[config.mk]
export PLATFORM = sky130hd
export DESIGN_NAME = controller
export DESIGN_NICKNAME = d
export VERILOG_FILES = /design/src/source/bus_pkg.sv /design/src/source/hci_pkg.sv /design/src/source/controller.sv /design/src/source/resp_builder.sv /design/src/source/bus_engine.sv /design/src/source/cmd_decoder.sv /design/src/source/hci_queue.sv
export VERILOG_INCLUDE_DIRS = /design/src /design/src/source
export SDC_FILE = /design/constraint.sdc
export NUM_CORES = 1
export LEC_CHECK = 0
export BUFFER_PORTS_ARGS = -buffer_cell sky130_fd_sc_hd__buf_2
export CAP_MARGIN = 20
export CORE_MARGIN = 3
export CORE_UTILIZATION = 36
export CTS_CLUSTER_SIZE = 28
export DETAILED_ROUTE_END_ITERATION = 10
export PLACE_DENSITY = 0.62
export SYNTH_ARGS = -nofsm -noshare
export SYNTH_HDL_FRONTEND = slang
export SYNTH_SLANG_ARGS = --single-unit
[constraint.sdc]
create_clock -name clk_i -period 4.65 [get_ports clk_i]
set_clock_uncertainty 0.2 [all_clocks]
set_input_delay 0.2325 -clock clk_i [delete_from_list [all_inputs] [get_ports clk_i]]
set_output_delay 0.2325 -clock clk_i [all_outputs]
set_load 0.01 [all_outputs]
[src/source/i3c_settings.svh]
// Build-time settings for the I2C-mode controller
// Queue depth and SCL half period in clock cycles
`ifndef I3C_SETTINGS_SVH
`define I3C_SETTINGS_SVH

// Entries per command and response queue, power of two
`define I3C_QUEUE_DEPTH 4

// Clock cycles per SCL half period
`define I3C_SCL_HALF 4

`endif
[src/source/bus_pkg.sv]
// Bus engine types
// Phase encoding and the transfer request passed from the decoder
`default_nettype none

package bus_pkg;

    typedef enum logic [2:0] {
        IDLE,
        START,
        ADDR,
        ACK,
        DATA,
        DACK,
        STOP
    } bus_phase_t;

    // data_len is 1 or 2, byte 0 of wdata in the low byte
    typedef struct packed {
        logic [3:0]  tid;
        logic        rnw;
        logic [6:0]  dev_addr;
        logic [1:0]  data_len;
        logic [15:0] wdata;
    } xfer_req_t;

endpackage

`default_nettype wire

[src/source/hci_pkg.sv]
// Host interface descriptor types
// Command and response descriptors, command attributes and error codes
`default_nettype none

package hci_pkg;

    // Command attribute encodings
    localparam logic [2:0] CMD_ATTR_WRITE = 3'd1;
    localparam logic [2:0] CMD_ATTR_READ  = 3'd2;

    typedef enum logic [3:0] {
        ERR_NONE      = 4'h0,
        ERR_BAD_CMD   = 4'h1,
        ERR_BAD_LEN   = 4'h2,
        ERR_ADDR_NACK = 4'h3,
        ERR_DATA_NACK = 4'h4
    } err_code_t;

    // 64-bit command, tid in the low bits
    typedef struct packed {
        logic [15:0] wdata;
        logic [30:0] reserved;
        logic [2:0]  data_len;
        logic [6:0]  dev_addr;
        logic [2:0]  cmd_attr;
        logic [3:0]  tid;
    } cmd_desc_t;

    // 32-bit response
    typedef struct packed {
        err_code_t   err_status;
        logic [3:0]  tid;
        logic [7:0]  data_len;
        logic [15:0] rdata;
    } resp_desc_t;

endpackage

`default_nettype wire

[src/source/controller.sv]
// I2C-mode active controller top
// Command and response queues around decoder, bus engine and response builder
`timescale 1ns/1ps
`default_nettype none

module controller (
    input  logic        clk_i,
    input  logic        rst_i,
    input  logic        phy_en_i,
    input  logic        cmd_valid_i,
    output logic        cmd_ready_o,
    input  logic [63:0] cmd_data_i,
    output logic        resp_valid_o,
    input  logic        resp_ready_i,
    output logic [31:0] resp_data_o,
    input  logic        scl_i,
    input  logic        sda_i,
    output logic        scl_o,
    output logic        sda_o,
    output logic        i3c_fsm_idle_o
);
    logic                cmd_full;
    logic                cmd_q_valid;
    logic                cmd_q_ready;
    hci_pkg::cmd_desc_t  cmd_q_data;
    logic                resp_almost_full;
    logic                resp_room;
    logic                xfer_start;
    logic                engine_busy;
    bus_pkg::xfer_req_t  xfer_req;
    logic                dec_err_valid;
    logic [3:0]          dec_err_tid;
    hci_pkg::err_code_t  dec_err_code;
    logic                xfer_done;
    logic [3:0]          done_tid;
    hci_pkg::err_code_t  done_code;
    logic [1:0]          done_len;
    logic [15:0]         done_rdata;
    logic                resp_push;
    hci_pkg::resp_desc_t resp_push_data;

    assign cmd_ready_o    = ~cmd_full;
    assign resp_room      = ~resp_almost_full;
    assign i3c_fsm_idle_o = ~engine_busy;

    hci_queue #(.payload_t(hci_pkg::cmd_desc_t)) xcmd_queue (
        .clk_i(clk_i), .rst_i(rst_i),
        .push_i(cmd_valid_i), .push_data_i(cmd_data_i),
        .full_o(cmd_full), .almost_full_o(),
        .valid_o(cmd_q_valid), .ready_i(cmd_q_ready), .data_o(cmd_q_data)
    );

    cmd_decoder xcmd_decoder (
        .clk_i(clk_i), .rst_i(rst_i), .phy_en_i(phy_en_i),
        .cmd_valid_i(cmd_q_valid), .cmd_ready_o(cmd_q_ready), .cmd_data_i(cmd_q_data),
        .resp_room_i(resp_room), .engine_busy_i(engine_busy),
        .xfer_start_o(xfer_start), .xfer_req_o(xfer_req),
        .dec_err_valid_o(dec_err_valid), .dec_err_tid_o(dec_err_tid),
        .dec_err_code_o(dec_err_code)
    );

    bus_engine xbus_engine (
        .clk_i(clk_i), .rst_i(rst_i),
        .xfer_start_i(xfer_start), .xfer_req_i(xfer_req), .busy_o(engine_busy),
        .scl_i(scl_i), .sda_i(sda_i), .scl_o(scl_o), .sda_o(sda_o),
        .xfer_done_o(xfer_done), .done_tid_o(done_tid), .done_code_o(done_code),
        .done_len_o(done_len), .done_rdata_o(done_rdata)
    );

    resp_builder xresp_builder (
        .clk_i(clk_i), .rst_i(rst_i),
        .dec_err_valid_i(dec_err_valid), .dec_err_tid_i(dec_err_tid),
        .dec_err_code_i(dec_err_code),
        .xfer_done_i(xfer_done), .done_tid_i(done_tid), .done_code_i(done_code),
        .done_len_i(done_len), .done_rdata_i(done_rdata),
        .push_o(resp_push), .push_data_o(resp_push_data)
    );

    // Response queue, never full thanks to the room check in the decoder
    hci_queue #(.payload_t(hci_pkg::resp_desc_t)) xresp_queue (
        .clk_i(clk_i), .rst_i(rst_i),
        .push_i(resp_push), .push_data_i(resp_push_data),
        .full_o(), .almost_full_o(resp_almost_full),
        .valid_o(resp_valid_o), .ready_i(resp_ready_i), .data_o(resp_data_o)
    );

endmodule

`default_nettype wire

[src/source/resp_builder.sv]
// Response descriptor builder
// One response per decode error or finished bus transfer
`timescale 1ns/1ps
`default_nettype none

module resp_builder (
    input  logic                clk_i,
    input  logic                rst_i,
    input  logic                dec_err_valid_i,
    input  logic [3:0]          dec_err_tid_i,
    input  hci_pkg::err_code_t  dec_err_code_i,
    input  logic                xfer_done_i,
    input  logic [3:0]          done_tid_i,
    input  hci_pkg::err_code_t  done_code_i,
    input  logic [1:0]          done_len_i,
    input  logic [15:0]         done_rdata_i,
    output logic                push_o,
    output hci_pkg::resp_desc_t push_data_o
);
    hci_pkg::resp_desc_t desc;

    // Decode errors carry no data
    always_comb begin
        desc.err_status = done_code_i;
        desc.tid        = done_tid_i;
        desc.data_len   = {6'd0, done_len_i};
        desc.rdata      = done_rdata_i;
        if (dec_err_valid_i) begin
            desc.err_status = dec_err_code_i;
            desc.tid        = dec_err_tid_i;
            desc.data_len   = '0;
            desc.rdata      = '0;
        end
    end

    always_ff @(posedge clk_i) begin
        if (rst_i) begin
            push_o <= 1'b0;
        end else begin
            push_o <= dec_err_valid_i | xfer_done_i;
        end
    end

    always_ff @(posedge clk_i) begin
        if (dec_err_valid_i | xfer_done_i) begin
            push_data_o <= desc;
        end
    end

endmodule

`default_nettype wire

[src/source/bus_engine.sv]
// Open-drain I2C master bit engine
// START, address with RnW, one or two data bytes, ACK/NACK and STOP
`timescale 1ns/1ps
`default_nettype none
`include "i3c_settings.svh"

module bus_engine (
    input  logic               clk_i,
    input  logic               rst_i,
    input  logic               xfer_start_i,
    input  bus_pkg::xfer_req_t xfer_req_i,
    output logic               busy_o,
    input  logic               scl_i,
    input  logic               sda_i,
    output logic               scl_o,
    output logic               sda_o,
    output logic               xfer_done_o,
    output logic [3:0]         done_tid_o,
    output hci_pkg::err_code_t done_code_o,
    output logic [1:0]         done_len_o,
    output logic [15:0]        done_rdata_o
);
    localparam int Half = `I3C_SCL_HALF;
    localparam int CntW = (Half > 1) ? $clog2(Half) : 1;
    localparam logic [CntW-1:0] HalfLast = CntW'(Half - 1);
    localparam logic [CntW-1:0] StopRise = CntW'(Half / 2);

    bus_pkg::bus_phase_t phase_q;
    logic                half_q;
    logic [CntW-1:0]     cnt_q;
    logic [2:0]          bit_cnt_q;
    logic                byte_cnt_q;
    logic                sda_q;
    bus_pkg::xfer_req_t  req_q;
    logic [7:0]          shift_q;
    logic [15:0]         rdata_q;
    logic [1:0]          len_q;
    hci_pkg::err_code_t  code_q;

    logic start_ok;
    logic stall;
    logic tick;
    logic slot_end;
    logic last_byte;
    logic sda_next;

    assign busy_o   = (phase_q != bus_pkg::IDLE);
    assign start_ok = ~busy_o & xfer_start_i;
    // START holds until both lines read released
    assign stall     = (phase_q == bus_pkg::START) & ~half_q & ~(scl_i & sda_i);
    assign tick      = busy_o & ~stall & (cnt_q == HalfLast);
    assign slot_end  = tick & half_q;
    assign last_byte = byte_cnt_q | (req_q.data_len == 2'd1);

    // Each bit slot is an SCL low half then a high half
    assign scl_o = (phase_q == bus_pkg::IDLE) | (phase_q == bus_pkg::START) | half_q;
    // SDA trails SCL by one clock
    assign sda_o = sda_q;

    always_comb begin
        case (phase_q)
            bus_pkg::START: sda_next = ~half_q;
            bus_pkg::ADDR:  sda_next = shift_q[7];
            bus_pkg::DATA:  sda_next = req_q.rnw | shift_q[7];
            // Master ACK on reads, NACK after the last byte
            bus_pkg::DACK:  sda_next = ~req_q.rnw | last_byte;
            bus_pkg::STOP:  sda_next = half_q & (cnt_q >= StopRise);
            default:        sda_next = 1'b1;
        endcase
    end

    always_ff @(posedge clk_i) begin
        if (rst_i) begin
            phase_q     <= bus_pkg::IDLE;
            half_q      <= 1'b0;
            cnt_q       <= '0;
            bit_cnt_q   <= '0;
            byte_cnt_q  <= 1'b0;
            sda_q       <= 1'b1;
            xfer_done_o <= 1'b0;
        end else begin
            sda_q       <= sda_next;
            xfer_done_o <= 1'b0;
            if (start_ok) begin
                phase_q    <= bus_pkg::START;
                half_q     <= 1'b0;
                cnt_q      <= '0;
                bit_cnt_q  <= '0;
                byte_cnt_q <= 1'b0;
            end else if (stall) begin
                cnt_q <= '0;
            end else if (tick) begin
                cnt_q  <= '0;
                half_q <= ~half_q;
                if (half_q) begin
                    case (phase_q)
                        bus_pkg::START: phase_q <= bus_pkg::ADDR;
                        bus_pkg::ADDR: begin
                            bit_cnt_q <= bit_cnt_q + 1'b1;
                            if (bit_cnt_q == 3'd7) begin
                                phase_q <= bus_pkg::ACK;
                            end
                        end
                        bus_pkg::ACK: phase_q <= sda_i ? bus_pkg::STOP : bus_pkg::DATA;
                        bus_pkg::DATA: begin
                            bit_cnt_q <= bit_cnt_q + 1'b1;
                            if (bit_cnt_q == 3'd7) begin
                                phase_q <= bus_pkg::DACK;
                            end
                        end
                        bus_pkg::DACK: begin
                            if ((!req_q.rnw && sda_i) || last_byte) begin
                                phase_q <= bus_pkg::STOP;
                            end else begin
                                phase_q    <= bus_pkg::DATA;
                                byte_cnt_q <= 1'b1;
                            end
                        end
                        bus_pkg::STOP: begin
                            phase_q     <= bus_pkg::IDLE;
                            xfer_done_o <= 1'b1;
                        end
                        default: phase_q <= bus_pkg::IDLE;
                    endcase
                end
            end else if (busy_o) begin
                cnt_q <= cnt_q + 1'b1;
            end
        end
    end

    always_ff @(posedge clk_i) begin
        if (start_ok) begin
            req_q   <= xfer_req_i;
            shift_q <= {xfer_req_i.dev_addr, xfer_req_i.rnw};
            rdata_q <= '0;
            len_q   <= '0;
            code_q  <= hci_pkg::ERR_NONE;
        end else if (slot_end) begin
            case (phase_q)
                bus_pkg::ADDR, bus_pkg::DATA: shift_q <= {shift_q[6:0], sda_i};
                bus_pkg::ACK: begin
                    shift_q <= req_q.wdata[7:0];
                    if (sda_i) begin
                        code_q <= hci_pkg::ERR_ADDR_NACK;
                    end
                end
                bus_pkg::DACK: begin
                    shift_q <= req_q.wdata[15:8];
                    if (req_q.rnw) begin
                        len_q <= len_q + 2'd1;
                        if (byte_cnt_q) begin
                            rdata_q[15:8] <= shift_q;
                        end else begin
                            rdata_q[7:0] <= shift_q;
                        end
                    end else if (sda_i) begin
                        code_q <= hci_pkg::ERR_DATA_NACK;
                    end else begin
                        len_q <= len_q + 2'd1;
                    end
                end
                default: shift_q <= shift_q;
            endcase
        end
    end

    assign done_tid_o   = req_q.tid;
    assign done_code_o  = code_q;
    assign done_len_o   = len_q;
    assign done_rdata_o = rdata_q;

endmodule

`default_nettype wire

[src/source/cmd_decoder.sv]
// Command descriptor decoder
// Turns a legal command into a transfer request, anything else into an error event
`timescale 1ns/1ps
`default_nettype none

module cmd_decoder (
    input  logic               clk_i,
    input  logic               rst_i,
    input  logic               phy_en_i,
    input  logic               cmd_valid_i,
    output logic               cmd_ready_o,
    input  hci_pkg::cmd_desc_t cmd_data_i,
    input  logic               resp_room_i,
    input  logic               engine_busy_i,
    output logic               xfer_start_o,
    output bus_pkg::xfer_req_t xfer_req_o,
    output logic               dec_err_valid_o,
    output logic [3:0]         dec_err_tid_o,
    output hci_pkg::err_code_t dec_err_code_o
);
    logic accept;
    logic is_read;
    logic attr_ok;
    logic len_ok;

    assign is_read = (cmd_data_i.cmd_attr == hci_pkg::CMD_ATTR_READ);
    assign attr_ok = is_read | (cmd_data_i.cmd_attr == hci_pkg::CMD_ATTR_WRITE);
    assign len_ok  = (cmd_data_i.data_len == 3'd1) | (cmd_data_i.data_len == 3'd2);

    // One command in flight, and only with response room and an idle engine
    assign cmd_ready_o = phy_en_i & resp_room_i & ~engine_busy_i &
                         ~xfer_start_o & ~dec_err_valid_o;
    assign accept = cmd_valid_i & cmd_ready_o;

    always_ff @(posedge clk_i) begin
        if (rst_i) begin
            xfer_start_o    <= 1'b0;
            dec_err_valid_o <= 1'b0;
        end else begin
            xfer_start_o    <= accept & attr_ok & len_ok;
            dec_err_valid_o <= accept & ~(attr_ok & len_ok);
        end
    end

    always_ff @(posedge clk_i) begin
        if (accept) begin
            xfer_req_o.tid      <= cmd_data_i.tid;
            xfer_req_o.rnw      <= is_read;
            xfer_req_o.dev_addr <= cmd_data_i.dev_addr;
            xfer_req_o.data_len <= cmd_data_i.data_len[1:0];
            xfer_req_o.wdata    <= cmd_data_i.wdata;
            dec_err_tid_o       <= cmd_data_i.tid;
            // Bad attribute wins over bad length
            dec_err_code_o      <= attr_ok ? hci_pkg::ERR_BAD_LEN : hci_pkg::ERR_BAD_CMD;
        end
    end

endmodule

`default_nettype wire

[src/source/hci_queue.sv]
// Synchronous FIFO with a type-parameter payload
// Circular buffer with full and almost-full levels
`timescale 1ns/1ps
`default_nettype none
`include "i3c_settings.svh"

module hci_queue #(
    parameter type payload_t = logic [31:0]
) (
    input  logic     clk_i,
    input  logic     rst_i,
    input  logic     push_i,
    input  payload_t push_data_i,
    output logic     full_o,
    output logic     almost_full_o,
    output logic     valid_o,
    input  logic     ready_i,
    output payload_t data_o
);
    localparam int Depth = `I3C_QUEUE_DEPTH;
    localparam int PtrW = (Depth > 1) ? $clog2(Depth) : 1;
    localparam logic [PtrW:0] FullLevel = (PtrW + 1)'(Depth);
    localparam logic [PtrW:0] AlmostLevel = (PtrW + 1)'(Depth - 1);

    payload_t        mem [Depth];
    logic [PtrW-1:0] wr_ptr_q;
    logic [PtrW-1:0] rd_ptr_q;
    logic [PtrW:0]   count_q;
    logic            do_push;
    logic            do_pop;

    assign full_o        = (count_q == FullLevel);
    assign almost_full_o = (count_q >= AlmostLevel);
    assign valid_o       = (count_q != '0);
    assign data_o        = mem[rd_ptr_q];

    // A push into a full queue is dropped
    assign do_push = push_i & ~full_o;
    assign do_pop  = valid_o & ready_i;

    always_ff @(posedge clk_i) begin
        if (rst_i) begin
            wr_ptr_q <= '0;
            rd_ptr_q <= '0;
            count_q  <= '0;
        end else begin
            if (do_push) begin
                wr_ptr_q <= wr_ptr_q + 1'b1;
            end
            if (do_pop) begin
                rd_ptr_q <= rd_ptr_q + 1'b1;
            end
            case ({do_push, do_pop})
                2'b10:   count_q <= count_q + 1'b1;
                2'b01:   count_q <= count_q - 1'b1;
                default: count_q <= count_q;
            endcase
        end
    end

    always_ff @(posedge clk_i) begin
        if (do_push) begin
            mem[wr_ptr_q] <= push_data_i;
        end
    end

endmodule

`default_nettype wire

==> results of run 1 <==
==> registers in the layout, indices dropped and copies added (netlist names), 4 cells and up, named ones only <==
register and cells:
xcmd_queue.mem 132, xresp_queue.mem 100, xcmd_decoder.xfer_req_o 30, xresp_builder.push_data_o 25, xbus_engine.shift_q 8, xbus_engine.done_tid_o 4
xbus_engine.done_rdata_o 16, xbus_engine.req_q 19
==> kinds of logic (layout without fill, tap and decap cells) <==
| kind of cell | Yosys count | after routing | share of synthesized area |
|---|---|---|---|
| multiplexers | 82 | 82 | 0.112 |
| AND/OR/NAND/NOR | 138 | 138 | 0.0556 |
| adder cells (fa/ha/maj) | 16 | 16 | 0.0153 |
| buffers and inverters | 59 | 209 | 0.0211 |
| flip-flops | 373 | 373 | 0.758 |
| AO/OA/AOI/OAI | 61 | 61 | 0.0296 |
| XOR/XNOR | 14 | 14 | 0.00871 |
| other | 1 | 7 | 0.000266 |
==> critical path, cell delays in order (launching register included) <==
cell	delay [ps]
dfxtp_1	610
nor4b_2	390
o2111ai_2	260
inv_1	150
ha_1	180
inv_1	60
fa_1	370
xor2_1	160
or3_1	300
a21oi_1	150
==> cells in the final DEF, fill, tap and decap left out, types with 6 or more instances in the layout <==
master	netlist	final
edfxtp_1	320	320
buf_2	9	69
mux4_2	53	53
dfxtp_1	53	52
nor2_1	42	42
clkbuf_16	0	41
dlygate4sd3_1	0	37
nor2b_1	24	24
mux2i_1	20	20
nand2_1	19	19
inv_1	18	18
buf_4	8	15
ha_1	14	14
o21ai_0	13	13
a21oi_1	13	13
clkbuf_1	18	11
clkinv_1	0	9
o22ai_1	8	8
o2bb2ai_1	8	8
nor3_1	8	8
xnor2_1	7	7
xor2_1	7	7
conb_1	1	7
and2_1	7	6
==> stage by stage <==
step | hold slack (ps) | util
4_1_cts | 1.63 | 0.435
5_1_grt | 36.8 | 0.435
6_report | 16.0 | 0.435
3_5_place_dp | 205 | 0.393
2_1_floorplan | 131 | -
3_3_place_gp | 207 | 0.393
==> synth_stat cells, drive strengths merged, types with 8 or more instances <==
library cell / instances
edfxtp: 320
mux4: 58
dfxtp: 53
nor2: 42
nor2b: 24
buf: 23
mux2i: 20
nand2: 19
clkbuf: 18
inv: 18
a21oi: 14
ha: 14
o21ai: 13
nor3: 9
o22ai: 8
o2bb2ai: 8
==> worst max path at each step <==
| stage | depth (start not counted) | slack [ps] | to | startpoint |
|---|---|---|---|---|
| after floorplan | 10 | 1400 | xcmd_queue.count_q[2] | xbus_engine.phase_q[0] |
| after global placement | 9 | 1790 | xcmd_queue.count_q[2] | xcmd_decoder.dec_err_valid_o |
| after detailed placement | 9 | 1740 | xcmd_queue.count_q[2] | xcmd_decoder.dec_err_valid_o |
| after CTS | 9 | 1730 | xcmd_queue.count_q[2] | xcmd_decoder.dec_err_valid_o |
| after global routing | 9 | 1520 | xcmd_queue.count_q[2] | xcmd_decoder.dec_err_valid_o |
| final | 9 | 1760 | xcmd_queue.count_q[2] | xcmd_decoder.dec_err_valid_o |
==> where the power goes <==
part,switching [W],leakage [nW],internal (W)
registers,0.000160,3.35,0.00407
logic,0.000563,1.57,0.000486
clock network,0.00118,0.601,0.00181
==> metal layers <==
metal | routed length (um) | share of wire | global-route usage | vias to the layer above
met5 | 0 | 0 | 0 | -
met4 | 443 | 0.019 | 0.0334 | 0
met3 | 1040 | 0.044 | 0.0260 | 38
met2 | 11500 | 0.49 | 0.194 | 123
met1 | 10600 | 0.45 | 0.153 | 3329
li1 | - | - | - | 3148
==> timing repair <==
| action | 4_1_cts | 5_1_grt |
|---|---|---|
| hold endpoints to repair | 142 | 0 |
| hold buffers | 37 | 0 |
| buffers inserted | 0 | 0 |
| setup endpoints to repair | 0 | 0 |
| resized for setup | 0 | 0 |
==> final cells by class <==
type | instances | area (um^2)
fill | 3331 | 21500
multi-input combinational | 318 | 3140
inverter | 18 | 67.6
tap | 511 | 639
sequential | 373 | 10700
clock buffer | 54 | 1090
clock inverter | 16 | 150
timing repair buffer | 121 | 828
==> results.cfg, run 1 <==
[cells_and_area]
design_area_um2 = 16600
syn_to_final_growth_pct = 17.8
post_route_cells_drive_above_1_share = 0.230
antenna_cells = 0
final_nets = 958
finalNonFillerCells = 1411

[route]
wire_per_inst_um = 16.7
wl_um = 23500
ant_nets = 0
via_per_inst = 4.70
drc = 0
drtPass1Iterations = 4
vias = 6638
detailedRoute.firstIterationViolations = 349

[timing]
hold_viol_final = 0
final.setup.tns_ps = 0
fin_crit_sh = 0.622
setup_ws_ps = 1760
max-slew-margin-rel = 0.335
worst_pin_slew_ps = 996
setup_viol = 0
grt_setup_unrepaired = no
period_needed_ps = 2890
fmax_ghz = 0.346
slew_violations = 0

[floorplan]
io_pins = 108
die_area_um2 = 41500
die_y_um = 204
die-width_um = 204
fp-row-count = 71
start_util = 0.369
core_area_um2 = 38100

[synth]
ys_types = 61
yosys_register_bits = 373
seq_area_frac_synth = 0.758
synth_edf_count = 320
yosys-top-cells-area = edfxtp_1 68%, mux4_2 8.5%, dfxtp_1 7.5%, mux2i_1 1.4%, ha_1 1.2%
netlist_area_um2 = 14100
postSynth.asyncResetShare = 0
avgSynthCellArea_um2 = 18.9
yosysTopAreaCell = edfxtp_1
synth.top_cell.area_share = 0.683
synthFlopType = edfxtp_1
postSynthCellCount = 744
ys.warnings.count = 0

[clock_network]
clk_latency_ps = 520
clk_pin_slew_ps = 60
clk_path_buf_depth = 3
cts_tree = done
cts_inserted_buffers = 39
numClockSinks = 373
htree_levels = 2
clockRootBuffer = clkbuf_16

[worst_hold_path]
hp-start = scl_i
hold_path_class = input port to flop
hold_end = xbus_engine.cnt_q[0]
min_path_cells = 5

[critical_path]
setup.worst_path.class = flop to flop
cp_data_arrival_time_ps = 3130
r2r_slack_ps = 1760
ff2ff_path_depth = 9
start_kind = flop
reg2reg_from = xcmd_decoder.dec_err_valid_o
cp_max_fo = 28
end_kind = flop
reg2reg_to = xcmd_queue.count_q[2]
critPathRequiredTime_ps = 4890

[power_and_ir_drop]
power_density_nw_per_um2 = 499
ir_drop_v = 0.000228
power_w = 0.00827
p_leak_nw = 5.52

[global_route]
grt_pass1_wl_um = 38200
first_global_vias = 6923
antenna_found_initial = 0
grt_max_degree = 36
grt-ovfl-total = 0
track_usage = 0.116

[placed_design]
placed_cells = 1304
hpwl_um = 14200
gp_congestion = 0.732
place_area_um2 = 15000
dp_slack_ps = 1740
port_buffers = 69

[flow_run]
cap_violations = 0

[run_status]
status = completed
Note: power is estimated with default switching activity, not from simulation.
==> run 2: changes to the inputs <==
clock period = 3 ns   (was 4.65 ns; I/O delays follow)
==> results.cfg, run 2 (synthesized netlist as in run 1, its figures left out) <==
[critical_path]
cp_max_fo = 6
path_cells = or3b_1, and2_1, inv_1, ha_1, inv_1, fa_1, xor2_1, or3_1, a21oi_1
crit_cells = 9
setup.worst_path.class = flop to flop
r2r_slack_ps = 380
critPathRequiredTime_ps = 3240
cp_data_arrival_time_ps = 2860
cp_slowest_cell = or3b_1
max_stage_delay_ps = 470
crit_path_frequent_cell = inv_1
start_kind = flop
cp.buffers_inverters = 2
ff2ff_path_depth = 9
path_delay_family = simple AND/OR/NAND/NOR gates
end_kind = flop

[floorplan]
fp-row-count = 71
io_pins = 108
die-width_um = 204
start_util = 0.369
die_area_um2 = 41500
die_y_um = 204
core_area_um2 = 38100

[timing]
grt_setup_unrepaired = no
final.setup.tns_ps = 0
worst_pin_slew_ps = 744
fmax_ghz = 0.381
setup_viol = 0
slew_violations = 0
period_needed_ps = 2620
fin_crit_sh = 0.874
max-slew-margin-rel = 0.500
hold_viol_final = 0

[power_and_ir_drop]
p_leak_nw = 5.60
ir_drop_v = 0.000480
power_density_nw_per_um2 = 779

[clock_network]
postCtsSetupBuffers = 0
clockRootBuffer = clkbuf_16
cts_inserted_buffers = 39
clk_latency_ps = 510
clk_pin_slew_ps = 60
clk_path_buf_depth = 3
numClockSinks = 373
cts_tree = done
htree_levels = 2

[global_route]
antenna_found_initial = 0
grt_use_met2 = 0.200
track_usage = 0.120
grt_max_degree = 35
first_global_vias = 7069
grtUsageMet1 = 0.159
grt-ovfl-total = 0
grt_busiest_layer = met2
grtUsageMet3 = 0.0251
grt_pass1_wl_um = 39200

[placed_design]
hpwl_um = 14700
placed_cells = 1314
gp_congestion = 0.772
place_area_um2 = 15100
port_buffers = 69

[cells_and_area]
nFillCells = 3341
antenna_cells = 0
max_flop_register = xcmd_queue.mem
fin_util = 0.439
post_route_cells_drive_above_1_share = 0.247
multi_input_area_um2 = 3140
layout_commonest_cell = edfxtp_1
design_area_um2 = 16700
final_cell_mix = 320 x edfxtp_1, 69 x buf_2, 53 x mux4_2
finalNonFillerCells = 1421
final_nets = 970
regArea_um2 = 10700
largest_reg_flops = 132
top_regs = xcmd_queue.mem: 132 flops, xresp_queue.mem: 100 flops, xcmd_decoder.xfer_req_o: 30 flops
syn_to_final_growth_pct = 18.9

[route]
drc = 0
detailedRoute.firstIterationViolations = 382
vias = 6712
via_per_inst = 4.72
drtPass1Iterations = 4
wire_per_inst_um = 17.1
ant_nets = 0
wl_um = 24400

[run_status]
status = completed

[worst_hold_path]
hold_path_class = input port to flop
min_path_cells = 5

[flow_run]
cap_violations = 0
-- run 2: routing by layer --
metal | up-vias | part of all wire
met5 | - | 0
met1 | 3368 | 0.45
met3 | 46 | 0.040
met4 | 0 | 0.022
met2 | 117 | 0.49
li1 | 3181 | -
-- run 2: area by class of cell --
type,count,share of cell area
repair buffers,133,0.0552
well taps,511,0.0382
flip-flops and latches,373,0.638
clock buffers,53,0.0665
inverters,18,0.00426
multi-input cells,318,0.187
clock inverters,15,0.0108
-- run 2: power breakdown --
group	leakage (nW)	switching (W)	total (W)	internal, W
clock network	0.626	0.00186	0.00480	0.00294
registers	3.35	0.000227	0.00654	0.00632
logic	1.63	0.000906	0.00170	0.000794
-- run 2: tightest hold or removal path: cells and delay by family --
family          cells  cell delay, ps
buf+inv             2             250
compound gates      1             120
simple gates        2             190
-- run 2: stage by stage --
| stage | power [W] | setup WS (ps) | hold slack, ps |
|---|---|---|---|
| floorplan | 0.00781 | 46.8 | 48.9 |
| global placement | 0.00831 | 465 | 163 |
| detailed placement | 0.00836 | 418 | 171 |
| CTS | 0.0132 | 397 | 23.0 |
| global route | 0.0136 | 269 | 66.4 |
| finish | 0.0130 | 379 | 49.6 |
-- run 2: worst paths after layout --
kind / from / end
max: xcmd_queue.count_q[0] / xcmd_queue.count_q[2]
min reg2reg: xcmd_decoder.xfer_req_o[3] / xbus_engine.req_q[3]
min: phy_en_i / xcmd_decoder.xfer_start_o
max reg2reg: xcmd_queue.count_q[0] / xcmd_queue.count_q[2]
-- run 2: what timing repair did --
item / CTS / global route
hold buffers: 39 / 0
endpoints found under the hold margin: 157 / 0
resized for setup: 0 / 0
